File: src/rtl/mips_pkg.sv
`default_nettype none

package mips_pkg;

    localparam int XLEN       = 32;
    localparam int REG_ADDR_W = 5;
    localparam int NUM_REGS   = 32;

    typedef logic [XLEN-1:0]       word_t;
    typedef logic [REG_ADDR_W-1:0] reg_addr_t;

    // primary opcode, inst[31:26]
    typedef enum logic [5:0] {
        OP_SPECIAL = 6'b000000,
        OP_ADDI    = 6'b001000,
        OP_ADDIU   = 6'b001001,
        OP_SLTI    = 6'b001010,
        OP_SLTIU   = 6'b001011,
        OP_ANDI    = 6'b001100,
        OP_ORI     = 6'b001101,
        OP_XORI    = 6'b001110,
        OP_LUI     = 6'b001111
    } opcode_e;

    // SPECIAL function code, inst[5:0]
    typedef enum logic [5:0] {
        FN_SLL  = 6'b000000,
        FN_SRL  = 6'b000010,
        FN_SRA  = 6'b000011,
        FN_SLLV = 6'b000100,
        FN_SRLV = 6'b000110,
        FN_SRAV = 6'b000111,
        FN_ADD  = 6'b100000,
        FN_ADDU = 6'b100001,
        FN_SUB  = 6'b100010,
        FN_SUBU = 6'b100011,
        FN_AND  = 6'b100100,
        FN_OR   = 6'b100101,
        FN_XOR  = 6'b100110,
        FN_NOR  = 6'b100111,
        FN_SLT  = 6'b101010,
        FN_SLTU = 6'b101011
    } funct_e;

    typedef enum logic [3:0] {
        ALU_NOP  = 4'd0,
        ALU_OR   = 4'd1,
        ALU_AND  = 4'd2,
        ALU_XOR  = 4'd3,
        ALU_NOR  = 4'd4,
        ALU_SLL  = 4'd5,
        ALU_SRL  = 4'd6,
        ALU_SRA  = 4'd7,
        ALU_SLT  = 4'd8,
        ALU_SLTU = 4'd9,
        ALU_ADD  = 4'd10,
        ALU_SUB  = 4'd11
    } alu_op_e;

    typedef struct packed {
        alu_op_e   alu_op;
        logic      reg1_read;
        logic      reg2_read;
        reg_addr_t reg1_addr;
        reg_addr_t reg2_addr;
        word_t     imm;
        reg_addr_t wd;          // destination register
        logic      wreg;
    } dec_ctrl_t;

    typedef struct packed {
        logic      we;
        reg_addr_t addr;
        word_t     data;
    } wr_port_t;

    typedef struct packed {
        alu_op_e   alu_op;
        word_t     reg1;
        word_t     reg2;
        reg_addr_t wd;
        logic      wreg;
    } id_ex_t;

endpackage

`default_nettype wire

File: src/rtl/regfile.sv
`timescale 1ns/10ps
`default_nettype none

module regfile (
    input  wire logic                clk_i,
    input  wire logic                arst_n_i,
    input  wire mips_pkg::wr_port_t  wr_i,
    input  wire mips_pkg::reg_addr_t raddr1_i,
    input  wire mips_pkg::reg_addr_t raddr2_i,
    output mips_pkg::word_t          rdata1_o,
    output mips_pkg::word_t          rdata2_o
);

    mips_pkg::word_t regs [mips_pkg::NUM_REGS];

    always_ff @(posedge clk_i or negedge arst_n_i) begin
        if (!arst_n_i) begin
            for (int i = 0; i < mips_pkg::NUM_REGS; i++) begin
                regs[i] <= '0;
            end
        end else if (wr_i.we && (wr_i.addr != '0)) begin  // r0 never written
            regs[wr_i.addr] <= wr_i.data;
        end
    end

    always_comb begin
        if (raddr1_i == '0) begin
            rdata1_o = '0;
        end else begin
            rdata1_o = regs[raddr1_i];
        end
    end

    always_comb begin
        if (raddr2_i == '0) begin
            rdata2_o = '0;
        end else begin
            rdata2_o = regs[raddr2_i];
        end
    end

endmodule

`default_nettype wire

File: src/rtl/inst_decode.sv
`timescale 1ns/10ps
`default_nettype none

module inst_decode (
    input  wire logic            inst_valid_i,
    input  wire mips_pkg::word_t inst_i,
    output mips_pkg::dec_ctrl_t  ctrl_o
);

    mips_pkg::opcode_e   opcode;
    mips_pkg::funct_e    funct;
    mips_pkg::reg_addr_t rs;
    mips_pkg::reg_addr_t rt;
    mips_pkg::reg_addr_t rd;
    mips_pkg::reg_addr_t shamt;
    logic [15:0]         imm16;

    mips_pkg::alu_op_e   rtype_op;
    logic                shift_imm;
    logic                imm_form;
    logic                dec_ok;
    mips_pkg::dec_ctrl_t ctrl;

    assign opcode = mips_pkg::opcode_e'(inst_i[31:26]);
    assign funct  = mips_pkg::funct_e'(inst_i[5:0]);
    assign rs     = inst_i[25:21];
    assign rt     = inst_i[20:16];
    assign rd     = inst_i[15:11];
    assign shamt  = inst_i[10:6];
    assign imm16  = inst_i[15:0];

    // function code to alu op for the SPECIAL group
    always_comb begin
        rtype_op  = mips_pkg::ALU_NOP;
        shift_imm = 1'b0;
        case (funct)
            mips_pkg::FN_OR:   rtype_op = mips_pkg::ALU_OR;
            mips_pkg::FN_AND:  rtype_op = mips_pkg::ALU_AND;
            mips_pkg::FN_XOR:  rtype_op = mips_pkg::ALU_XOR;
            mips_pkg::FN_NOR:  rtype_op = mips_pkg::ALU_NOR;
            mips_pkg::FN_SLLV: rtype_op = mips_pkg::ALU_SLL;
            mips_pkg::FN_SRLV: rtype_op = mips_pkg::ALU_SRL;
            mips_pkg::FN_SRAV: rtype_op = mips_pkg::ALU_SRA;
            mips_pkg::FN_SLT:  rtype_op = mips_pkg::ALU_SLT;
            mips_pkg::FN_SLTU: rtype_op = mips_pkg::ALU_SLTU;
            mips_pkg::FN_ADD,
            mips_pkg::FN_ADDU: rtype_op = mips_pkg::ALU_ADD;  // no overflow trap
            mips_pkg::FN_SUB,
            mips_pkg::FN_SUBU: rtype_op = mips_pkg::ALU_SUB;
            mips_pkg::FN_SLL: begin
                rtype_op  = mips_pkg::ALU_SLL;
                shift_imm = 1'b1;
            end
            mips_pkg::FN_SRL: begin
                rtype_op  = mips_pkg::ALU_SRL;
                shift_imm = 1'b1;
            end
            mips_pkg::FN_SRA: begin
                rtype_op  = mips_pkg::ALU_SRA;
                shift_imm = 1'b1;
            end
            default: rtype_op = mips_pkg::ALU_NOP;
        endcase
    end

    always_comb begin
        ctrl           = '0;
        ctrl.alu_op    = mips_pkg::ALU_NOP;
        ctrl.reg1_addr = rs;
        ctrl.reg2_addr = rt;
        ctrl.wd        = rt;                // immediate forms write rt
        imm_form       = 1'b0;
        dec_ok         = 1'b0;

        case (opcode)
            mips_pkg::OP_SPECIAL: begin
                ctrl.wd = rd;
                if (shift_imm) begin
                    if (rs == '0) begin     // sll/srl/sra need rs field clear
                        ctrl.alu_op    = rtype_op;
                        ctrl.reg2_read = 1'b1;
                        ctrl.imm       = {{(mips_pkg::XLEN-mips_pkg::REG_ADDR_W){1'b0}}, shamt};
                        dec_ok         = 1'b1;
                    end
                end else if ((rtype_op != mips_pkg::ALU_NOP) && (shamt == '0)) begin
                    ctrl.alu_op    = rtype_op;
                    ctrl.reg1_read = 1'b1;
                    ctrl.reg2_read = 1'b1;
                    dec_ok         = 1'b1;
                end
            end
            mips_pkg::OP_ORI: begin
                ctrl.alu_op = mips_pkg::ALU_OR;
                ctrl.imm    = {16'h0, imm16};
                imm_form    = 1'b1;
            end
            mips_pkg::OP_ANDI: begin
                ctrl.alu_op = mips_pkg::ALU_AND;
                ctrl.imm    = {16'h0, imm16};
                imm_form    = 1'b1;
            end
            mips_pkg::OP_XORI: begin
                ctrl.alu_op = mips_pkg::ALU_XOR;
                ctrl.imm    = {16'h0, imm16};
                imm_form    = 1'b1;
            end
            mips_pkg::OP_LUI: begin
                ctrl.alu_op = mips_pkg::ALU_OR;   // or'd with rs
                ctrl.imm    = {imm16, 16'h0};
                imm_form    = 1'b1;
            end
            mips_pkg::OP_SLTI: begin
                ctrl.alu_op = mips_pkg::ALU_SLT;
                ctrl.imm    = {{16{imm16[15]}}, imm16};
                imm_form    = 1'b1;
            end
            mips_pkg::OP_SLTIU: begin
                ctrl.alu_op = mips_pkg::ALU_SLTU;
                ctrl.imm    = {{16{imm16[15]}}, imm16};
                imm_form    = 1'b1;
            end
            mips_pkg::OP_ADDI,
            mips_pkg::OP_ADDIU: begin
                ctrl.alu_op = mips_pkg::ALU_ADD;
                ctrl.imm    = {{16{imm16[15]}}, imm16};
                imm_form    = 1'b1;
            end
            default: dec_ok = 1'b0;
        endcase

        if (imm_form) begin
            ctrl.reg1_read = 1'b1;          // rs only, imm goes to reg2
            dec_ok         = 1'b1;
        end

        ctrl.wreg = inst_valid_i && dec_ok && (ctrl.wd != '0);
    end

    assign ctrl_o = ctrl;

endmodule

`default_nettype wire

File: src/rtl/operand_select.sv
`timescale 1ns/10ps
`default_nettype none

module operand_select (
    input  wire mips_pkg::dec_ctrl_t ctrl_i,
    input  wire mips_pkg::word_t     rdata1_i,
    input  wire mips_pkg::word_t     rdata2_i,
    input  wire mips_pkg::wr_port_t  ex_fwd_i,
    input  wire mips_pkg::wr_port_t  mem_fwd_i,
    output mips_pkg::word_t          reg1_o,
    output mips_pkg::word_t          reg2_o
);

    // newest producer wins, then regfile, else immediate
    function automatic mips_pkg::word_t pick_operand(
        input logic                rd_en,
        input mips_pkg::reg_addr_t addr,
        input mips_pkg::word_t     rdata,
        input mips_pkg::word_t     imm,
        input mips_pkg::wr_port_t  ex_fwd,
        input mips_pkg::wr_port_t  mem_fwd
    );
        mips_pkg::word_t val;
        if (!rd_en) begin
            val = imm;
        end else if (ex_fwd.we && (ex_fwd.addr == addr)) begin
            val = ex_fwd.data;
        end else if (mem_fwd.we && (mem_fwd.addr == addr)) begin
            val = mem_fwd.data;
        end else begin
            val = rdata;
        end
        return val;
    endfunction

    assign reg1_o = pick_operand(ctrl_i.reg1_read, ctrl_i.reg1_addr, rdata1_i,
                                 ctrl_i.imm, ex_fwd_i, mem_fwd_i);
    assign reg2_o = pick_operand(ctrl_i.reg2_read, ctrl_i.reg2_addr, rdata2_i,
                                 ctrl_i.imm, ex_fwd_i, mem_fwd_i);

endmodule

`default_nettype wire

File: src/rtl/alu.sv
`timescale 1ns/10ps
`default_nettype none

module alu (
    input  wire mips_pkg::id_ex_t op_i,
    output mips_pkg::word_t       result_o
);

    mips_pkg::word_t reg1;
    mips_pkg::word_t reg2;
    logic [4:0]      shamt;
    logic            lt_signed;
    logic            lt_unsigned;

    assign reg1  = op_i.reg1;
    assign reg2  = op_i.reg2;
    assign shamt = reg1[4:0];               // shift amount from reg1

    assign lt_signed   = $signed(reg1) < $signed(reg2);
    assign lt_unsigned = reg1 < reg2;

    always_comb begin
        case (op_i.alu_op)
            mips_pkg::ALU_OR:   result_o = reg1 | reg2;
            mips_pkg::ALU_AND:  result_o = reg1 & reg2;
            mips_pkg::ALU_XOR:  result_o = reg1 ^ reg2;
            mips_pkg::ALU_NOR:  result_o = ~(reg1 | reg2);
            mips_pkg::ALU_SLL:  result_o = reg2 << shamt;
            mips_pkg::ALU_SRL:  result_o = reg2 >> shamt;
            mips_pkg::ALU_SRA:  result_o = mips_pkg::word_t'($signed(reg2) >>> shamt);
            mips_pkg::ALU_SLT:  result_o = {{(mips_pkg::XLEN-1){1'b0}}, lt_signed};
            mips_pkg::ALU_SLTU: result_o = {{(mips_pkg::XLEN-1){1'b0}}, lt_unsigned};
            mips_pkg::ALU_ADD:  result_o = reg1 + reg2;
            mips_pkg::ALU_SUB:  result_o = reg1 - reg2;
            default:            result_o = '0;  // nop
        endcase
    end

endmodule

`default_nettype wire

File: src/rtl/mips_core.sv
`timescale 1ns/10ps
`default_nettype none

module mips_core (
    input  wire logic            clk_i,
    input  wire logic            arst_n_i,
    input  wire logic            inst_valid_i,
    input  wire mips_pkg::word_t inst_i,
    output mips_pkg::wr_port_t   wb_o
);

    mips_pkg::dec_ctrl_t dec_ctrl;
    mips_pkg::word_t     rdata1;
    mips_pkg::word_t     rdata2;
    mips_pkg::word_t     opnd1;
    mips_pkg::word_t     opnd2;

    mips_pkg::id_ex_t    id_ex_d;
    mips_pkg::id_ex_t    id_ex_q;
    mips_pkg::word_t     alu_result;
    mips_pkg::wr_port_t  ex_fwd;
    mips_pkg::wr_port_t  mem_fwd;           // execute/memory register

    inst_decode u_decode (
        .inst_valid_i (inst_valid_i),
        .inst_i       (inst_i),
        .ctrl_o       (dec_ctrl)
    );

    regfile u_regfile (
        .clk_i    (clk_i),
        .arst_n_i (arst_n_i),
        .wr_i     (mem_fwd),
        .raddr1_i (dec_ctrl.reg1_addr),
        .raddr2_i (dec_ctrl.reg2_addr),
        .rdata1_o (rdata1),
        .rdata2_o (rdata2)
    );

    operand_select u_opsel (
        .ctrl_i    (dec_ctrl),
        .rdata1_i  (rdata1),
        .rdata2_i  (rdata2),
        .ex_fwd_i  (ex_fwd),
        .mem_fwd_i (mem_fwd),
        .reg1_o    (opnd1),
        .reg2_o    (opnd2)
    );

    always_comb begin
        id_ex_d.alu_op = dec_ctrl.alu_op;
        id_ex_d.reg1   = opnd1;
        id_ex_d.reg2   = opnd2;
        id_ex_d.wd     = dec_ctrl.wd;
        id_ex_d.wreg   = dec_ctrl.wreg;     // low for bubbles
    end

    always_ff @(posedge clk_i or negedge arst_n_i) begin
        if (!arst_n_i) begin
            id_ex_q <= '0;
        end else begin
            id_ex_q <= id_ex_d;
        end
    end

    alu u_alu (
        .op_i     (id_ex_q),
        .result_o (alu_result)
    );

    assign ex_fwd.we   = id_ex_q.wreg;
    assign ex_fwd.addr = id_ex_q.wd;
    assign ex_fwd.data = alu_result;

    always_ff @(posedge clk_i or negedge arst_n_i) begin
        if (!arst_n_i) begin
            mem_fwd <= '0;
        end else begin
            mem_fwd <= ex_fwd;
        end
    end

    // same value writes the regfile on the next edge
    assign wb_o = mem_fwd;

endmodule

`default_nettype wire

File: config.mk
export PLATFORM = sky130hd
export DESIGN_NAME = mips_core
export DESIGN_NICKNAME = d
export VERILOG_FILES = /design/src/rtl/mips_pkg.sv /design/src/rtl/regfile.sv /design/src/rtl/inst_decode.sv /design/src/rtl/operand_select.sv /design/src/rtl/alu.sv /design/src/rtl/mips_core.sv
export SDC_FILE = /design/constraint.sdc
export NUM_CORES = 2
export LEC_CHECK = 0
export ABC_AREA = 1
export BUFFER_PORTS_ARGS = -buffer_cell sky130_fd_sc_hd__buf_2
export CAP_MARGIN = 20
export CELL_PAD_IN_SITES_DETAIL_PLACEMENT = 0
export CELL_PAD_IN_SITES_GLOBAL_PLACEMENT = 2
export CORE_MARGIN = 2
export CORE_UTILIZATION = 40
export DETAILED_ROUTE_END_ITERATION = 16
export PLACE_DENSITY_LB_ADDON = 0.15
export SYNTH_ARGS = -nofsm -noshare
export SYNTH_HDL_FRONTEND = slang
export SYNTH_SLANG_ARGS = --single-unit
File: constraint.sdc
create_clock -name clk_i -period 7 [get_ports clk_i]
set_clock_uncertainty 0.1 [all_clocks]
set_input_delay 0.7 -clock clk_i [delete_from_list [all_inputs] [get_ports clk_i]]
set_output_delay 0.7 -clock clk_i [all_outputs]
set_load 0.01 [all_outputs]
# Yosys cells after proc, flatten, opt, wreduce, memory -nomap -nowiden
# Cells that the tools add are included.
op_classes:
  n_addsub: 2
  order_cmp: 6
  n_eq_ne: 38
  shift: 3
  n_mux: 38
  bitwise: 7
  n_reduce_logical: 28
op_table:
  columns: ["cell", "n"]
  rows:
  - ["bitwise mux 1024 bit", 1]
  - ["two-way mux 32 bit", 14]
  - ["one-hot mux 32 bit (11 select lines)", 1]
  - ["binary-select mux 32 bit (select 5 bit)", 2]
  - ["demux 32 bit (select 5 bit)", 1]
  - ["one-hot mux 32 bit (4 select lines)", 1]
  - ["less-than comparator 32 bit", 2]
  - ["equality test 6 bit, second input constant", 10]
  - ["equality test 6 x 4 -> 1 bit, second input constant", 8]
  - ["one-hot mux 4 bit (11 select lines)", 1]
  - ["adder 32 bit", 1]
  - ["AND 32 bit", 1]
  - ["inverter 32 bit", 1]
  - ["OR 32 bit", 1]
  - ["<< shifter 32 x 5 -> 32 bit", 1]
  - ["right shift 32 x 5 -> 32 bit", 1]
  - [">>> shifter 32 x 5 -> 32 bit", 1]
  - ["subtractor 32 bit", 1]
  - ["XOR 32 bit", 1]
  - ["one-hot mux 4 bit (7 select lines)", 1]
  - ["equality test 5 bit", 4]
  - ["equality test 6 x 3 -> 1 bit, second input constant", 3]
  - [">= comparator 6 bit, second input constant", 3]
  - ["inverter 5 -> 6 bit", 3]
  - ["20 further kinds", 58]
totals:
  reg_bits: 1136
  out_inout_bits: 38
  elab_cells: 162

# Longest topological paths before layout
depth:
  word_depth: 11
  mapped_depth: 21

# Modules after synthesis
# From an unflattened synthesis, not the netlist that was laid out.
unflattened:
  cells_unflattened: 11382
  hier_area_um2: 74021.0
modules_own_cells:
  columns: ["mod", "n_inst", "cells_per_inst", "area_per_inst_um2"]
  rows:
  - ["regfile", 1, 8364, 57438.8]
  - ["alu", 1, 2081, 9995.8]
  - ["operand_select", 1, 662, 2899.0]
  - ["mips_core", 1, 112, 2802.7]
  - ["inst_decode", 1, 163, 884.6]

# Worst setup path before layout
# OpenSTA, ideal clock, no wires.
synth_path:
  path_kind: "reg-to-reg"
  from: "register id_ex_q[42] in the netlist's numbering"
  to: "register id_ex_q[24] in the netlist's numbering"
  arrival_ns: 2.713
  required_ns: 6.784
  setup_slack_ns: 4.071
  stages_incl_launch_ff: 20
  path_buffers: 3
  period_less_slack_ns: 2.929
  cell_sequence: "dfrtp_1 clkbuf_1 inv_1 clkbuf_1 buf_1 ha_1 nor2_1 nand3_1 nand3_1 nand2_1 nand2_1 nand3_1 nand2_1 nand2_1 nand3_1 nand2_1 nor2_1 nand2_1 nand2_1 nand2_1"
synth_via:
  elab_chain_len: 4
synth_lines:
  columns: ["item", "line_no", "text"]
  rows:
  - ["start: declaration", "mips_core.sv:19", "mips_pkg::id_ex_t id_ex_q;"]
  - ["start signal: assignment", "mips_core.sv:62", "id_ex_q <= id_ex_d;"]
  - ["subtractor 32 bit (tied with other cells)", "alu.sv:34", "mips_pkg::ALU_SUB: result_o = reg1 - reg2;"]
  - ["one-hot mux 32 bit (11 select lines) (*)", "alu.sv:23", "case (op_i.alu_op)"]
  - ["two-way mux 32 bit (*)", "operand_select.sv:26", "end else if (ex_fwd.we && (ex_fwd.addr == addr)) begin"]
  - ["two-way mux 32 bit (*)", "operand_select.sv:24", "if (!rd_en) begin"]
  - ["net opnd2[18]", "mips_core.sv:16", "mips_pkg::word_t opnd2;"]
# The timed path passes the listed nets; every way through them passes the cells marked *.
# A chain may end at the register's enable or synchronous reset.

# Worst setup path after layout
layout_path:
  from: "register id_ex_q[38] in the netlist's numbering"
  to: "register id_ex_q[38] in the netlist's numbering"
layout_via:
  elab_chain_len: 5
layout_lines:
  columns: ["item", "line_no", "text"]
  rows:
  - ["parallel branches: the longest is 2 deep, another holds subtractor 32 bit", null, null]
  - ["one-hot mux 32 bit (11 select lines) (*)", "alu.sv:23", null]
  - ["two-way mux 32 bit (*)", "operand_select.sv:26", null]
  - ["two-way mux 32 bit (*)", "operand_select.sv:24", null]
  - ["net opnd1[0]", "mips_core.sv:15", "mips_pkg::word_t opnd1;"]
# Mark *: on every way through the listed nets, which the timed path passes.

==> results.md <==
- Outcome: complete, no violations
- Worst hold slack: 0.0897 ns
- Final Routed Wirelength: 337 mm
- Post_cts resized: 0
- Setup TNS: 0 ns
- Final Hold Viols: 0
- Fillers: 18,294
- HPWL Detailed: 206 mm
- CP endpoint kind: flip-flop
- Actual slew at the worst max-slew pin: 1.20 ns
- Most frequent cells in the layout: nand2_1, o21ai_0, dfrtp_1
- I/O Pins: 73
- Pin count of the biggest net entering global routing: 180
- MaxCap Viol Count: 0
- Seq cells post-synth: 1,136
- Critical Path Source: id_ex_q[38]
- Highest clock rate: 0.248 GHz
- Syn_nets: 10,232
- Design internal power: 11.2 mW
- WP buf/inv: 3
- Routed via count: 72,683
- Worst EP required: 7.52 ns
- IR drop worst, VDD: 0.183 mV
- Sw Share: 29.6%
- FF-to-FF Start: id_ex_q[38]
- Antenna violations before repair: 16
- Clock slew at reported path FFs: 0.06 ns
- Synth warn: 0
- CTS Sinks: 1,136
- Clock power frac: 44.6%
- Die width: 423 um
- Largest stage delay, worst path: 0.40 ns
- Max clock buf depth: 3
- CP max FO: 37
- Clock Latency Late Sink: 0.83 ns
- Total GRT Usage: 36.8%
- Crit-path cells: buf_4 > inv_4 > ha_1 > fa_1 > inv_1 > nand2_1 > nor2_1 > nor2_1 > o21ai_1 > nand2_1 > nand2_1 > nand2_1 > nand2_1 > nor2_1 > nor2_1 > nand3_1 > nand2_1 > nand2_1
- Worst hold path class: in2reg
- CP arrival: 4.55 ns
- Synth Flop Type: dfrtp_1
- Yosys cell types: 49
- First-pass GRT wire length: 485 mm
- Mapped Area: 70,100 um2
- Post-synth ARST share: 100%
- Gpl congestion: 0.996
- Max-slew violations: 0
- CP max-delay cell: fa_1
- Critical Path Start Type: flip-flop
- Final min period: 4.03 ns
- Yosys top cell area share: 40.5%
- Area delta synth->final: 8.22%
- Static Leakage: 33.1 nW
- Vias in the first global route: 67,023
- Endpoints failing setup: 0
- Area leader, netlist: dfrtp_1
- GRT overflow: 0
- Setup crit end: id_ex_q[38]
- Avg Inst Size Synth: 6.95 um2
- Reg2reg path depth: 18
- CTS Hold Bufs: 1
- Most common cell after layout, fill and taps aside: nand2_1
- Area of the multi-input gates: 35,400 um2
- CTS tree: yes
- Max-slew headroom: 20.0%
- Site row count: 153
- PortBufs: 72
- CTS root buf: clkbuf_16
- Post-route ant nets: 0
- Sw Pwr: 4.73 mW
- Synthesized instance count: 10,095
- DR DRC count: 0
- Initial Utilization: 40.3%
- Logic depth of the worst setup path including buffers: 18
- Drt first-iter violations: 9,580
- Final Net Count: 9,747
- Post-synth EDFFs: 0
- Die Area: 179,000 um2
- Die height: 423 um
- Sequential power share: 42.4%
- Worst r2r dst: id_ex_q[38]
- Largest cells by area after synthesis: dfrtp_1, nand2_1, o21ai_0
- H-tree depth: 4
- Cell area power density: 210 nW/um2
- Post-CTS Repair Setup Buffers: 0
- Crit path kind: reg2reg
- Drt pass-1 iters: 6
- Routed WL per cell: 28.0 um
- Post-synthesis sequential area ratio: 40.5%
- Cell repeated most along the worst path: nand2_1
- Core ar.: 174,000 um2
- Logic pwr share: 13.0%
- R2r setup slk: 2.97 ns
- Num CTS Buffers: 138
- CP top delay family: simple AND/OR/NAND/NOR gates
- Share of cells above drive strength 1: 5.16%
- Period utilization: 57.6%
- RSZ-0062 raised after global routing: false
- Vias per cell: 6.04
- FF/Latch Area: 28,400 um2
per-layer routing:
layer / GRT usage, % / vias to the layer above / share of wire, %
li1: - / 32896 / -
met1: 52.3 / 35259 / 43
met2: 54.2 / 3799 / 42
met3: 6.47 / 719 / 9.5
met4: 16.9 / 10 / 5.1
met5: 0 / - / 0.018
power by group through the flow:
stage                     clock network [mW]  logic [mW]  registers [mW]
after global routing                    7.47        2.25            6.77
after global placement                     0        2.03            6.88
after CTS                               7.21        2.04            6.76
after detailed placement                   0        2.03            6.88
final                                   7.12        2.08            6.77
after floorplan                            0        1.20            6.84
final cells by class:
cell class / instances / share of cell area [%]
antenna: 3 / 0.00989
clock buffer: 210 / 5.22
clock inverter: 31 / 0.513
inverter: 759 / 3.80
multi-input combinational: 7356 / 46.7
sequential: 1136 / 37.5
tap: 2325 / 3.83
timing repair buffer: 219 / 2.47
flip-flops by register name, indices dropped and copies added, names as in the netlist:
signal          flops
ex_fwd              6
id_ex_q            68
u_regfile.regs   1024
wb_o               38
cell families (layout without fill, tap and decap cells):
kind of cell | after synthesis | in the layout | share of synthesized area (%)
XOR/XNOR | 10 | 10 | 0.125
AND/OR/NAND/NOR | 4156 | 4156 | 24.9
AO/OA/AOI/OAI | 3088 | 3088 | 23.3
flip-flops | 1136 | 1136 | 40.5
other | 0 | 3 | 0
buffers and inverters | 1603 | 1219 | 9.27
adder cells (fa/ha/maj) | 102 | 102 | 1.84
worst register-to-register path, delay by kind of cell (launching register included):
kind	cells	cell delay, ns
compound gates	1	0.34
fa+ha+maj	2	0.76
buf+inv	3	0.78
flops	1	0.32
simple gates	12	1.55
cells in the mapped netlist, types with 3 or more instances:
| library cell | n |
|---|---|
| nand2_1 | 2326 |
| o21ai_0 | 1733 |
| dfrtp_1 | 1136 |
| nand3_1 | 1051 |
| a21oi_1 | 927 |
| inv_1 | 727 |
| nor2_1 | 587 |
| clkbuf_1 | 471 |
| buf_2 | 287 |
| o211ai_1 | 239 |
| nand4_1 | 107 |
| ha_1 | 100 |
| o21ai_1 | 76 |
| buf_1 | 57 |
| o22ai_1 | 42 |
| nor3_1 | 31 |
| inv_2 | 26 |
| buf_4 | 22 |
| o2111ai_1 | 20 |
| nor2_2 | 16 |
| o221ai_1 | 14 |
| o21bai_1 | 13 |
| xor2_1 | 10 |
| and2_1 | 7 |
| nand3b_1 | 7 |
| a211oi_1 | 6 |
| a31oi_1 | 6 |
| buf_6 | 5 |
| clkinv_1 | 5 |
| nor4_1 | 5 |
| nor4_4 | 5 |
| o21a_1 | 5 |
| a221oi_1 | 3 |
| nand2_2 | 3 |
how the worst min path moves through the flow:
stage / cells after the start / endpoint / slack [ns] / startpoint
global route: 3 / id_ex_q[20] / 0.09 / inst_i[14]
CTS: 3 / ex_fwd[37] / 0.06 / inst_valid_i
floorplan: 0 / wb_o[35] / 0.25 / ex_fwd[35]
detailed placement: 0 / wb_o[35] / 0.26 / ex_fwd[35]
global placement: 0 / wb_o[35] / 0.26 / ex_fwd[35]
finish: 3 / ex_fwd[37] / 0.09 / inst_valid_i
stage by stage:
stage | util (%) | worst slack [ns] | total power [mW] | area (um2) | cells
after floorplan | - | 4.07 | 8.04 | 70100 | 10095
after global placement | 41.0 | 2.69 | 8.90 | 71300 | 11784
after detailed placement | 41.0 | 2.71 | 8.91 | 71400 | 11786
after CTS | 43.5 | 3.03 | 16.0 | 75700 | 12028
after global routing | 43.6 | 2.71 | 16.5 | 75900 | 12036
final | 43.6 | 2.97 | 16.0 | 75900 | 12039
Note: power is estimated with default switching activity, not from simulation.
